$ cat src/rtl/histPkg.sv
package histPkg;

    // hit arrival time
    localparam int stampW = 10;
    typedef logic [stampW-1:0] stamp_t;

    // one histogram bin, all ones is the saturation level
    localparam int countW = 8;
    typedef logic [countW-1:0] binCount_t;

    localparam int dropW = 16; // dropped-hit counter
    typedef logic [dropW-1:0] dropCount_t;

    // per-pixel engine phases
    typedef enum logic [2:0] {
        stIdle,  // after reset or after a finished scan
        stClear, // zeroing one bin per cycle
        stAccum, // taking hits
        stDrain, // read-modify-write pipeline empties
        stScan   // peak search over all bins
    } engineState_t;

endpackage

$ cat src/rtl/binRam.sv
`timescale 1ns/1ps

module binRam #(
    parameter int binBits = 4
) (
    input  logic                clk,
    input  logic                we,
    input  logic [binBits-1:0]  waddr,
    input  histPkg::binCount_t  wdata,
    input  logic [binBits-1:0]  raddr,
    output histPkg::binCount_t  rdata
);
    import histPkg::*;

    localparam int binNum = 2 ** binBits;

    binCount_t mem [binNum];

    // write port
    always_ff @(posedge clk) begin
        if (we) begin
            mem[waddr] <= wdata;
        end
    end

    // read port, one cycle latency
    // same-address write in the same cycle returns the old value
    always_ff @(posedge clk) begin
        rdata <= mem[raddr];
    end

endmodule

$ cat src/rtl/histEngine.sv
`timescale 1ns/1ps

module histEngine #(
    parameter int binBits = 4
) (
    input  logic                clk,
    input  logic                res,
    input  logic                engHit,
    input  logic [binBits-1:0]  engBin,
    input  logic                engClear,
    input  logic                engFrameEnd,
    output logic                peakReady,
    output logic [binBits-1:0]  peakBin,
    output histPkg::binCount_t  peakCount,
    output logic                busy
);
    import histPkg::*;

    localparam int binNum = 2 ** binBits;

    engineState_t state;
    logic [binBits:0] cnt; // clear address, drain count or scan address

    // read stage
    logic rdHit;
    logic [binBits-1:0] rdBin;

    // write stage
    logic wrHit;
    logic [binBits-1:0] wrBin;
    logic fwdSel;
    binCount_t fwdVal;
    binCount_t baseVal;
    binCount_t incVal;

    // ram ports
    logic we;
    logic [binBits-1:0] waddr;
    binCount_t wdata;
    logic [binBits-1:0] raddr;
    binCount_t rdata;
    logic [binBits-1:0] scanBin;

    always_ff @(posedge clk or negedge res) begin
        if (!res) begin
            state     <= stIdle;
            cnt       <= '0;
            peakReady <= 1'b0;
        end else if (engClear) begin
            state     <= stClear; // restart from any phase
            cnt       <= '0;
            peakReady <= 1'b0;
        end else begin
            case (state)
                stClear: begin
                    if (cnt == binNum - 1) begin
                        state <= stAccum;
                        cnt   <= '0;
                    end else begin
                        cnt <= cnt + 1'b1;
                    end
                end
                stAccum: begin
                    if (engFrameEnd) begin
                        state <= stDrain;
                        cnt   <= '0;
                    end
                end
                stDrain: begin
                    if (cnt == 1) begin // two cycles
                        state <= stScan;
                        cnt   <= '0;
                    end else begin
                        cnt <= cnt + 1'b1;
                    end
                end
                stScan: begin
                    if (cnt == binNum) begin
                        state     <= stIdle;
                        peakReady <= 1'b1;
                    end else begin
                        cnt <= cnt + 1'b1;
                    end
                end
                default: ; // idle until the next clear
            endcase
        end
    end

    assign busy = (state == stClear) || (state == stDrain) || (state == stScan);

    // a clear kills whatever is in flight
    always_ff @(posedge clk or negedge res) begin
        if (!res) begin
            rdHit  <= 1'b0;
            wrHit  <= 1'b0;
            fwdSel <= 1'b0;
        end else begin
            rdHit  <= engHit && (state == stAccum) && !engClear;
            wrHit  <= rdHit && !engClear;
            fwdSel <= rdHit && wrHit && (rdBin == wrBin) && !engClear; // back-to-back same bin
        end
    end

    always_ff @(posedge clk) begin
        rdBin  <= engBin;
        wrBin  <= rdBin;
        fwdVal <= incVal;
    end

    // ram output is stale when the previous write hit the same bin
    assign baseVal = fwdSel ? fwdVal : rdata;
    assign incVal  = (baseVal == '1) ? baseVal : baseVal + 1'b1;

    assign we      = (state == stClear) || wrHit;
    assign waddr   = (state == stClear) ? cnt[binBits-1:0] : wrBin;
    assign wdata   = (state == stClear) ? '0 : incVal;
    assign raddr   = (state == stScan) ? cnt[binBits-1:0] : rdBin;
    assign scanBin = binBits'(cnt - 1'b1); // bin whose data is on rdata now

    // running maximum, strictly larger wins so ties stay on the lowest bin
    always_ff @(posedge clk) begin
        if (state == stDrain) begin
            peakCount <= '0;
            peakBin   <= '0;
        end else if (state == stScan && cnt != 0 && rdata > peakCount) begin
            peakCount <= rdata;
            peakBin   <= scanBin;
        end
    end

    binRam #(
        .binBits(binBits)
    ) ram (
        .clk   (clk),
        .we    (we),
        .waddr (waddr),
        .wdata (wdata),
        .raddr (raddr),
        .rdata (rdata)
    );

    // the pipeline only ever fills from stAccum
    noIdleWrite: assert property (@(posedge clk) disable iff (!res)
        !(we && state == stIdle))
        else $error("bin write while idle");

    // collector and router expect clear only outside the readout
    noClearInScan: assert property (@(posedge clk) disable iff (!res)
        engClear |-> !(state inside {stDrain, stScan}))
        else $error("clear during drain or scan");

endmodule

$ cat src/rtl/histTop.sv
`timescale 1ns/1ps

module histTop #(
    parameter int pixelNum = 4, // 2 to 16
    parameter int binBits  = 4  // 2 to stampW
) (
    input  logic                 clk,
    input  logic                 res,
    input  logic                 clear,
    input  logic                 hit,
    input  logic [3:0]           hitPixel,
    input  histPkg::stamp_t      hitStamp,
    input  logic                 frameEnd,
    output logic                 busy,
    output logic                 peakValid,
    output logic [3:0]           peakPixel,
    output logic [binBits-1:0]   peakBin,
    output histPkg::binCount_t   peakCount,
    output logic                 frameDone,
    output histPkg::dropCount_t  dropCount
);
    import histPkg::*;

    logic [pixelNum-1:0] engHit;
    logic [binBits-1:0] engBin;
    logic engClear;
    logic engFrameEnd;
    logic [pixelNum-1:0] peakReady;
    logic [pixelNum*binBits-1:0] peakBinAll;
    logic [pixelNum*countW-1:0] peakCountAll;
    logic [pixelNum-1:0] engBusy;

    assign busy = |engBusy;

    stampRouter #(
        .pixelNum(pixelNum),
        .binBits (binBits)
    ) router (
        .clk         (clk),
        .res         (res),
        .clear       (clear),
        .hit         (hit),
        .hitPixel    (hitPixel),
        .hitStamp    (hitStamp),
        .frameEnd    (frameEnd),
        .engHit      (engHit),
        .engBin      (engBin),
        .engClear    (engClear),
        .engFrameEnd (engFrameEnd),
        .dropCount   (dropCount)
    );

    // one histogram engine per pixel
    for (genvar p = 0; p < pixelNum; p++) begin : gEngine
        histEngine #(
            .binBits(binBits)
        ) engine (
            .clk         (clk),
            .res         (res),
            .engHit      (engHit[p]),
            .engBin      (engBin),
            .engClear    (engClear),
            .engFrameEnd (engFrameEnd),
            .peakReady   (peakReady[p]),
            .peakBin     (peakBinAll[p*binBits +: binBits]),
            .peakCount   (peakCountAll[p*countW +: countW]),
            .busy        (engBusy[p])
        );
    end

    peakCollector #(
        .pixelNum(pixelNum),
        .binBits (binBits)
    ) collector (
        .clk          (clk),
        .res          (res),
        .engFrameEnd  (engFrameEnd),
        .peakReady    (peakReady),
        .peakBinAll   (peakBinAll),
        .peakCountAll (peakCountAll),
        .peakValid    (peakValid),
        .peakPixel    (peakPixel),
        .peakBin      (peakBin),
        .peakCount    (peakCount),
        .frameDone    (frameDone)
    );

endmodule

$ cat src/rtl/peakCollector.sv
`timescale 1ns/1ps

module peakCollector #(
    parameter int pixelNum = 4,
    parameter int binBits  = 4
) (
    input  logic                                   clk,
    input  logic                                   res,
    input  logic                                   engFrameEnd,
    input  logic [pixelNum-1:0]                    peakReady,
    input  logic [pixelNum*binBits-1:0]            peakBinAll,
    input  logic [pixelNum*histPkg::countW-1:0]    peakCountAll,
    output logic                                   peakValid,
    output logic [3:0]                             peakPixel,
    output logic [binBits-1:0]                     peakBin,
    output histPkg::binCount_t                     peakCount,
    output logic                                   frameDone
);
    import histPkg::*;

    typedef enum logic [1:0] {
        colIdle,
        colArmed,
        colStream
    } colState_t;

    colState_t state;
    logic [4:0] pixCnt; // reaches pixelNum, up to 16
    logic [3:0] pixSel;
    logic allReady;
    logic loadRes;

    assign allReady = &peakReady;

    // pixel 0 goes out straight from the armed state
    assign loadRes = (state == colArmed && allReady) ||
                     (state == colStream && pixCnt < pixelNum);
    assign pixSel  = (state == colStream && pixCnt < pixelNum) ? pixCnt[3:0] : 4'd0;

    always_ff @(posedge clk or negedge res) begin
        if (!res) begin
            state     <= colIdle;
            pixCnt    <= '0;
            peakValid <= 1'b0;
            frameDone <= 1'b0;
        end else begin
            peakValid <= loadRes;
            frameDone <= 1'b0;
            case (state)
                colIdle: begin
                    if (engFrameEnd) state <= colArmed;
                end
                colArmed: begin
                    if (allReady) begin
                        state  <= colStream;
                        pixCnt <= 5'd1;
                    end
                end
                colStream: begin
                    if (pixCnt == pixelNum) begin
                        frameDone <= 1'b1; // right after the last result
                        state     <= colIdle;
                    end else begin
                        pixCnt <= pixCnt + 1'b1;
                    end
                end
                default: state <= colIdle;
            endcase
        end
    end

    always_ff @(posedge clk) begin
        if (loadRes) begin
            peakPixel <= pixSel;
            peakBin   <= peakBinAll[pixSel*binBits +: binBits];
            peakCount <= peakCountAll[pixSel*countW +: countW];
        end
    end

    resultThenDone: assert property (@(posedge clk) disable iff (!res)
        !(peakValid && frameDone))
        else $error("peakValid and frameDone overlap");

endmodule

$ cat src/rtl/stampRouter.sv
`timescale 1ns/1ps

module stampRouter #(
    parameter int pixelNum = 4,
    parameter int binBits  = 4
) (
    input  logic                 clk,
    input  logic                 res,
    input  logic                 clear,
    input  logic                 hit,
    input  logic [3:0]           hitPixel,
    input  histPkg::stamp_t      hitStamp,
    input  logic                 frameEnd,
    output logic [pixelNum-1:0]  engHit,
    output logic [binBits-1:0]   engBin,
    output logic                 engClear,
    output logic                 engFrameEnd,
    output histPkg::dropCount_t  dropCount
);
    import histPkg::*;

    logic inRange;

    assign inRange = hitPixel < pixelNum;

    // strobes and pulses, one cycle behind the inputs
    always_ff @(posedge clk or negedge res) begin
        if (!res) begin
            engHit      <= '0;
            engClear    <= 1'b0;
            engFrameEnd <= 1'b0;
        end else begin
            for (int p = 0; p < pixelNum; p++) begin
                engHit[p] <= hit && (hitPixel == p); // out-of-range index selects nobody
            end
            engClear    <= clear;
            engFrameEnd <= frameEnd;
        end
    end

    always_ff @(posedge clk) begin
        engBin <= hitStamp[stampW-1 -: binBits]; // bin = top bits of the stamp
    end

    // tally of hits for pixels that do not exist
    always_ff @(posedge clk or negedge res) begin
        if (!res) begin
            dropCount <= '0;
        end else if (clear) begin
            dropCount <= '0;
        end else if (hit && !inRange && dropCount != '1) begin
            dropCount <= dropCount + 1'b1; // holds at max
        end
    end

    // at most one engine takes a given hit
    engHitOneHot: assert property (@(posedge clk) disable iff (!res) $onehot0(engHit))
        else $error("engHit is not one-hot");

endmodule

$ cat config.mk
export PLATFORM = sky130hd
export DESIGN_NAME = histTop
export DESIGN_NICKNAME = d
export VERILOG_FILES = /design/src/rtl/histPkg.sv /design/src/rtl/binRam.sv /design/src/rtl/histEngine.sv /design/src/rtl/histTop.sv /design/src/rtl/peakCollector.sv /design/src/rtl/stampRouter.sv
export SDC_FILE = /design/constraint.sdc
export NUM_CORES = 1
export LEC_CHECK = 0
export BUFFER_PORTS_ARGS = -buffer_cell sky130_fd_sc_hd__buf_2
export CAP_MARGIN = 25
export CORE_MARGIN = 5
export CORE_UTILIZATION = 25
export DETAILED_ROUTE_END_ITERATION = 10
export PLACE_DENSITY = 0.5
export REMOVE_ABC_BUFFERS = 1
export SLEW_MARGIN = 40
export SYNTH_ARGS = -nofsm -noshare
export SYNTH_HDL_FRONTEND = slang
export SYNTH_SLANG_ARGS = --single-unit
$ cat constraint.sdc
create_clock -name clk -period 3.4 [get_ports clk]
set_clock_uncertainty 0.05 [all_clocks]
set_input_delay 0.34 -clock clk [delete_from_list [all_inputs] [get_ports clk]]
set_output_delay 0.34 -clock clk [all_outputs]
set_load 0.02 [all_outputs]
==> reports/metrics.json, run 1 <==
{
  "post_synth.cell_area_avg_um2": 14.53,
  "cts.path.max_buffers": 3,
  "maxSlewHeadroom": 0.3835,
  "drt-vias-per-instance": 4.838,
  "worst-endpoint-arrival_ns": 2.75,
  "result_of_the_run": "completed",
  "synth_async_sr_flop_share": 0.1081,
  "syn-instance-count": 2374,
  "max_clock_freq_mhz": 318.8,
  "antenna_found_initial": 7,
  "slew_viol_final": 0,
  "cellLeakagePower_uw": 0.01402,
  "clock_tree.htree_level_count": 3,
  "synth_enable_flop_cells": 528,
  "mappedNetlistArea_mm2": 0.03450,
  "grt_pass1_wl_um": 138600,
  "synth-seq-cells": 731,
  "cts.clk_slew.worst_paths_ns": 0.06,
  "wl_um": 92160,
  "synth_to_final_area_change_pct": 17.97,
  "rsz0062_at_grt": "false",
  "class_of_the_worst_hold_path": "in -> async",
  "synth_simple_gate_area_frac": 0.08860,
  "final-hold-violation-count": 0,
  "timing_worst_setup_path_type": "reg -> out",
  "clock_sinks": 731,
  "combPwrFrac": 0.283,
  "finalWorstPathRequiredPeriod_ns": 3.137,
  "synth_xor_area_frac": 0.01142,
  "timing_worst_slew_pin_value_ns": 0.9213,
  "compound_gate_portion_of_the_synthesized_area": 0.06898,
  "synth_seq_area_share": 0.5888,
  "cts_tree": "yes",
  "unique_cell_type_count_in_the_yosys_netlist": 82,
  "vdd.ir_drop.worst_v": 0.0003562,
  "postCtsResizedCells": 0,
  "dp.final_hpwl_um": 61660,
  "fill_cells": 13670,
  "port_bufs": 47,
  "insertion_delay_ns": 0.68,
  "power_frac_seq": 0.423,
  "swShare": 0.3255,
  "share_of_layout_cells_above_drive_strength_1": 0.2406,
  "first_iter_violations": 1688,
  "gr_util_all_layers": 0.1243,
  "cts-buffers-inserted": 82,
  "clockPowerShare": 0.294,
  "power.internal_uw": 20850,
  "core_region_area_mm2": 0.1373,
  "yosys_most_used_dff": "sky130_fd_sc_hd__edfxtp_1",
  "max_cap_viols": 0,
  "critPathRequiredTime_ns": 3.01,
  "cellPowerDensity_mw_per_mm2": 759.4,
  "start_util": 0.2512,
  "instances_no_fill": 4415,
  "routabilityCongestion": 0.7965,
  "drc": 0,
  "dp.cells": 4245,
  "synth_top_family_by_area": "multiplexers",
  "switchingPower_uw": 10060,
  "final_core_utilization": 0.2964,
  "grt_remaining_overflow": 0,
  "cp-start-kind": "flip-flop",
  "io_pins": 54,
  "die_width_um": 381.5,
  "setup_violations": 0,
  "clockRootBuffer": "sky130_fd_sc_hd__clkbuf_16",
  "ant_nets": 0,
  "dieHeight_um": 381.5,
  "muxShareOfSynthArea": 0.1932,
  "critical_path.startpoint": "gEngine[1].engine.state[2]",
  "ys.warnings.count": 0,
  "floorplan.die_area_mm2": 0.1455,
  "grt_max_degree": 43,
  "crit-reg2reg-launch": "gEngine[1].engine.fwdSel",
  "wire_per_inst_um": 20.87,
  "crit_path_max_fanout": 14,
  "share_of_synthesized_cell_area_in_full_adder_half_adder_and_majority_cells": 0.02285,
  "drt-pass1-iter-count": 8,
  "std_cell_rows": 136,
  "timing.critical_path.to_type": "primary output",
  "vias": 21360,
  "first_global_vias": 21650,
  "finalCritPeriodShare": 0.9226,
  "finish.net_count": 2631
}
==> cell type report <==
class                      instances  area [um2]  share of cell area
antenna                            3       7.507           0.0001845
clock buffer                     116        2302             0.05657
clock inverter                    37       452.9             0.01113
inverter                          95       356.6            0.008762
multi-input combinational       1422       13340              0.3277
sequential                       731       20330              0.4996
tap                             1794        2245             0.05515
timing repair buffer             217        1668             0.04098
==> synthesized netlist by cell type, types with 29 or more instances <==
library cell / n / area, um2
sky130_fd_sc_hd__nor3_1: 29 / 145.1
sky130_fd_sc_hd__a31oi_1: 38 / 237.7
sky130_fd_sc_hd__nor2b_1: 30 / 187.7
sky130_fd_sc_hd__mux4_2: 258 / 5811
sky130_fd_sc_hd__nand3_1: 51 / 255.2
sky130_fd_sc_hd__nand2_1: 160 / 600.6
sky130_fd_sc_hd__edfxtp_1: 528 / 15860
sky130_fd_sc_hd__mux2i_1: 73 / 730.7
sky130_fd_sc_hd__dfxtp_1: 124 / 2482
sky130_fd_sc_hd__o21ai_0: 38 / 190.2
sky130_fd_sc_hd__buf_2: 43 / 215.2
sky130_fd_sc_hd__nor4_1: 37 / 231.5
sky130_fd_sc_hd__clkbuf_1: 74 / 277.8
sky130_fd_sc_hd__ha_1: 63 / 788.3
sky130_fd_sc_hd__o22ai_1: 130 / 813.3
sky130_fd_sc_hd__a21oi_1: 56 / 280.3
sky130_fd_sc_hd__inv_1: 94 / 352.8
sky130_fd_sc_hd__nor2_1: 153 / 574.3
sky130_fd_sc_hd__dfrtp_1: 79 / 1977
==> per-layer routing <==
metal	track usage	vias up	routed length, um
li1	-	9772	-
met4	0.03078	4	2003
met3	0.02490	124	4630
met2	0.1983	488	42960
met5	0	-	27
met1	0.1741	10970	42540
==> power groups by stage <==
| stage | logic (uW) | clock network [uW] | registers [uW] |
|---|---|---|---|
| 2_1_floorplan | 5330 | 0 | 13400 |
| 3_3_place_gp | 8760 | 0 | 13200 |
| 3_5_place_dp | 8840 | 0 | 13300 |
| 4_1_cts | 8880 | 9370 | 13100 |
| 5_1_grt | 9630 | 9740 | 13200 |
| 6_report | 8750 | 9090 | 13100 |
==> worst max-delay path, cell delays in order (launching register included) <==
cell and delay, ns:
sky130_fd_sc_hd__dfrtp_1 0.54, sky130_fd_sc_hd__nor3b_4 0.27, sky130_fd_sc_hd__buf_4 0.19, sky130_fd_sc_hd__nor4_1 0.43, sky130_fd_sc_hd__nand4_1 0.37, sky130_fd_sc_hd__buf_2 0.28
==> cell families (layout without fill, tap and decap cells) <==
logic type,count (synthesis),count (layout)
xor+xnor,45,45
buf+inv,222,465
fa+ha+maj,63,63
simple gates,606,606
other cells,1,5
mux,342,342
compound gates,364,364
flops,731,731
==> what timing repair did <==
action | in CTS | in global routing
hold endpoints to repair | 62 | 0
hold buffers | 13 | 0
setup buffers | 0 | 0
==> per-stage QoR <==
step	TNS [ns]	total power (uW)	cell area, um2	hold slack, ns	setup WS [ns]
2_1_floorplan	-109.19	18680	33960	-0.005591	-3.001
3_3_place_gp	0	21990	37760	0.2630	0.4584
3_5_place_dp	0	22100	37790	0.2696	0.4221
4_1_cts	0	31320	40670	0.09949	0.3395
5_1_grt	0	32590	40690	0.1692	0.1844
6_report	0	30910	40700	0.1437	0.2630
==> cell usage in the layout (no fill, tap or decap), types with 30 or more instances in the layout <==
master                      netlist  final
sky130_fd_sc_hd__buf_2           43     46
sky130_fd_sc_hd__dfrtp_1         79     71
sky130_fd_sc_hd__clkbuf_16        0     84
sky130_fd_sc_hd__o21ai_0         38     37
sky130_fd_sc_hd__buf_4            3    147
sky130_fd_sc_hd__mux4_2         258    258
sky130_fd_sc_hd__nand3_1         51     51
sky130_fd_sc_hd__edfxtp_1       528    528
sky130_fd_sc_hd__nand2_1        160    160
sky130_fd_sc_hd__a21oi_1         56     56
sky130_fd_sc_hd__o22ai_1        130    130
sky130_fd_sc_hd__nor2b_1         30     30
sky130_fd_sc_hd__dfxtp_1        124    122
sky130_fd_sc_hd__ha_1            63     63
sky130_fd_sc_hd__a31oi_1         38     38
sky130_fd_sc_hd__mux2i_1         73     73
sky130_fd_sc_hd__nor4_1          37     35
sky130_fd_sc_hd__inv_1           94     94
sky130_fd_sc_hd__nor2_1         153    150
==> final timing paths <==
check / cells past startpoint / slack, ns / endpoint
worst max-delay path: 5 / 0.26 / busy
worst max register to register: 8 / 0.39 / gEngine[1].engine.ram.mem[0][2]
worst min-delay path: 2 / 0.14 / router.dropCount[0]
min in group clk: 5 / 0.16 / router.dropCount[1]
worst min register to register: 0 / 0.28 / gEngine[3].engine.rdBin[0]
max in group asynchronous: 3 / 2.43 / gEngine[0].engine.cnt[0]
==> sequential cells by signal, summed over array words and instances, names as in the netlist, 2 cells and up <==
name / cells
gEngine.engine.peakBin: 16
gEngine.engine.state: 12
gEngine.engine.peakReady: 4
gEngine.engine.ram.mem: 512
gEngine.engine.cnt: 20
gEngine.engine.wrBin: 4
router.dropCount: 16
collector.pixCnt: 5
gEngine.engine.ram.rdata: 32
collector.peakCount: 8
collector.state: 2
gEngine.engine.peakCount: 32
collector.peakPixel: 4
gEngine.engine.wrHit: 4
gEngine.engine.fwdSel: 4
router.engHit: 4
router.engBin: 4
gEngine.engine.rdHit: 4
collector.peakBin: 4
gEngine.engine.rdBin: 4
gEngine.engine.fwdVal: 32
Note: power is estimated with default switching activity, not from simulation.
==> inputs of run 2 (changes only) <==
--- a/constraint.sdc
+++ b/constraint.sdc
@@ -3,3 +3,3 @@
 set_input_delay 0.34 -clock clk [delete_from_list [all_inputs] [get_ports clk]]
 set_output_delay 0.34 -clock clk [all_outputs]
-set_load 0.02 [all_outputs]
+set_load 0.1 [all_outputs]
==> run 2 against run 1 <==
Against the previous run: worst setup slack got worse by 0.044 ns; via count fell by 0.20%; final area barely moved; register-to-register slack improved by 0.05 ns; clock power barely moved; sequential cell count did not move; hold slack got worse by 0.10 ns; core utilization barely moved; final cell count fell by 0.18%; maximum frequency fell by 1.4%; non-clock buffer count fell by 1; sequential power barely moved; largest cell class unchanged.
==> reports/metrics.json, run 2 (same netlist as run 1, synthesis figures left out) <==
{
  "result_of_the_run": "completed",
  "timing.critical_path.to_type": "primary output",
  "finalCritPeriodShare": {"value": 0.9357, "change": "+0.01307"},
  "vdd.ir_drop.worst": {"value": 0.0003597, "unit": "V", "change": "+0.96%"},
  "totalPowerFinal": {"value": 30950, "unit": "uW", "change": "+0.14%"},
  "dieHeight": {"value": 381.5, "unit": "um", "change": "unchanged"},
  "rsz0062_at_grt": "false",
  "drt-pass1-iter-count": {"value": 5, "change": "-3"},
  "hold_slack": {"value": 0.04397, "unit": "ns", "change": "-0.09976 ns"},
  "dp.final_hpwl": {"value": 61440, "unit": "um", "change": "-0.36%"},
  "grt_max_degree": {"value": 43, "change": "unchanged"},
  "drc": {"value": 0, "change": "unchanged"},
  "timing_worst_setup_path_type": "reg -> out",
  "crit_path_max_fanout": {"value": 14, "change": "unchanged"},
  "die_width": {"value": 381.5, "unit": "um", "change": "unchanged"},
  "first_iter_violations": {"value": 1391, "change": "-18%"},
  "setup_violations": {"value": 0, "change": "unchanged"},
  "start_util": {"value": 0.2512, "change": "unchanged"},
  "antenna_found_initial": {"value": 4, "change": "-3"},
  "largest_register_ffs": {"value": 512, "change": "unchanged"},
  "routabilityCongestion": {"value": 0.7968, "change": "about the same"},
  "cp_top_family": "simple AND/OR/NAND/NOR gates",
  "cellLeakagePower": {"value": 0.01402, "unit": "uW", "change": "about the same"},
  "critical_path.max_stage_delay": {"value": 0.61, "unit": "ns", "change": "+0.07 ns"},
  "post_cts_buffers": {"value": 0, "change": "unchanged"},
  "wl": {"value": 91550, "unit": "um", "change": "-0.65%"},
  "timing_worst_slew_pin_value": {"value": 0.8294, "unit": "ns", "change": "-0.09193 ns"},
  "cts.clk_slew.worst_paths": {"value": 0.06, "unit": "ns", "change": "about the same"},
  "critical_path_s_slowest_cell": "sky130_fd_sc_hd__nor3b_4",
  "worst-endpoint-arrival": {"value": 2.79, "unit": "ns", "change": "+0.04 ns"},
  "finish.net_count": {"value": 2628, "change": "-0.11%"},
  "clock_sinks": {"value": 731, "change": "unchanged"},
  "maxSlewHeadroom": {"value": 0.4450, "change": "+0.06151"},
  "ant_nets": {"value": 0, "change": "unchanged"},
  "cts.path.max_buffers": {"value": 3, "change": "unchanged"},
  "fill_cells": {"value": 13650, "change": "-0.14%"},
  "port_bufs": {"value": 47, "change": "unchanged"},
  "cts-buffers-inserted": {"value": 80, "change": "-2.4%"},
  "share_of_layout_cells_above_drive_strength_1": {"value": 0.2417, "change": "+0.001028"},
  "critPathRequiredTime": {"value": 3.01, "unit": "ns", "change": "about the same"},
  "clockRootBuffer": "sky130_fd_sc_hd__clkbuf_16",
  "cp-start-kind": "flip-flop",
  "gr_util_all_layers": {"value": 0.1235, "change": "-0.0007893"},
  "finalWorstPathRequiredPeriod": {"value": 3.181, "unit": "ns", "change": "+0.04445 ns"},
  "layout_commonest_cell": "sky130_fd_sc_hd__edfxtp_1",
  "cellPowerDensity": {"value": 761.1, "unit": "mW/mm2", "change": "+0.21%"},
  "io_pins": {"value": 54, "change": "unchanged"},
  "floorplan.die_area": {"value": 0.1455, "unit": "mm2", "change": "unchanged"},
  "synth_to_final_area_change": {"value": 17.88, "unit": "%", "change": "about the same"},
  "cts_tree": "yes",
  "max_clock_freq": {"value": 314.3, "unit": "MHz", "change": "-1.4%"},
  "clock_tree.htree_level_count": {"value": 3, "change": "unchanged"},
  "top_register_by_number_of_flip_flops": "gEngine.engine.ram.mem",
  "insertion_delay": {"value": 0.66, "unit": "ns", "change": "-0.02 ns"},
  "max_cap_viols": {"value": 0, "change": "unchanged"},
  "final-hold-violation-count": {"value": 0, "change": "unchanged"},
  "first_global_vias": {"value": 21420, "change": "-1.1%"},
  "grt_remaining_overflow": {"value": 0, "change": "unchanged"},
  "path_buf_inv": {"value": 1, "change": "-1"},
  "slew_viol_final": {"value": 0, "change": "unchanged"},
  "grt_pass1_wl": {"value": 137800, "unit": "um", "change": "-0.58%"},
  "wire_per_inst": {"value": 20.77, "unit": "um", "change": "-0.47%"},
  "vias": {"value": 21320, "change": "-0.20%"},
  "core_region_area": {"value": 0.1373, "unit": "mm2", "change": "unchanged"},
  "std_cell_rows": {"value": 136, "change": "unchanged"},
  "reg2reg_slack": {"value": 0.44, "unit": "ns", "change": "+0.05 ns"},
  "class_of_the_worst_hold_path": "in -> reg",
  "drt-vias-per-instance": {"value": 4.837, "change": "about the same"},
  "final_core_utilization": {"value": 0.2962, "change": "about the same"},
  "most-common-layout-cells": "sky130_fd_sc_hd__edfxtp_1 (528), sky130_fd_sc_hd__mux4_2 (258), sky130_fd_sc_hd__nand2_1 (160)",
  "critical_path.cell_chain": "nor3b_4 > nor4_1 > nand4_1 > buf_2"
}
run 2: cell types whose count changed in the layout (fill, tap and decap cells not counted), sizes merged:
cell,before,now
clkinvlp,3,5
clkinv,24,31
bufinv,7,11
diode,3,2
buf,204,203
clkbuf,116,97
run 2: power breakdown:
part | leakage, uW | total, uW | switching (uW) | internal [uW]
Clock | 0.00133 | 9090 | 3740 | 5350
Sequential | 0.00691 | 13100 | 958 | 12100
Combinational | 0.00579 | 8800 | 5350 | 3450
Total | 0.0140 | 31000 | 10100 | 20900
run 2: final cells by class:
| type | instances | area [um2] | share of cell area |
|---|---|---|---|
| inverter | 95 | 356.6 | 0.008768 |
| timing repair buffer | 216 | 1652 | 0.04061 |
| antenna | 2 | 5.005 | 0.0001231 |
| clock inverter | 50 | 593.1 | 0.01458 |
| sequential | 731 | 20330 | 0.5000 |
| multi-input combinational | 1422 | 13340 | 0.3281 |
| tap | 1794 | 2245 | 0.05519 |
| clock buffer | 97 | 2141 | 0.05264 |
run 2: path summary, 6_finish.rpt:
kind,endpoint,cells past startpoint,from
setup / recovery,busy,4,gEngine[1].engine.state[2]
hold / removal,router.engHit[3],3,hitPixel[3]
setup reg to reg,gEngine[1].engine.ram.mem[0][2],8,gEngine[1].engine.fwdSel
hold reg to reg,gEngine[3].engine.rdBin[0],0,router.engBin[0]
max in group asynchronous,gEngine[1].engine.cnt[1],3,res
min in group asynchronous,router.dropCount[1],2,res
run 2: worst min-delay path, cell delays in order:
cell and delay [ns]:
sky130_fd_sc_hd__buf_2 0.10, sky130_fd_sc_hd__nor3b_2 0.08, sky130_fd_sc_hd__and3_1 0.19
run 2: per-stage QoR:
stage / TNS (ns) / area, um2 / std cells / setup WS, ns
global route: 0 / 40660 / 4405 / 0.09152
global placement: 0 / 37750 / 4243 / 0.4676
detailed placement: 0 / 37780 / 4244 / 0.4424
floorplan: -109.19 / 33960 / 2248 / -3.001
finish: 0 / 40670 / 4407 / 0.2186
CTS: 0 / 40640 / 4404 / 0.1932
run 2: what timing repair did:
item / CTS / global route
hold buffers: 13 / 0
resized for setup: 0 / 0
endpoints found under the hold margin: 62 / 0
run 2: layer usage:
layer / GRT usage / vias to the layer above / wire (um)
li1: - / 9768 / -
met1: 0.1752 / 10980 / 42510
met2: 0.1969 / 439 / 42820
met3: 0.02291 / 125 / 4318
met4: 0.02855 / 4 / 1882
met5: 0 / - / 27
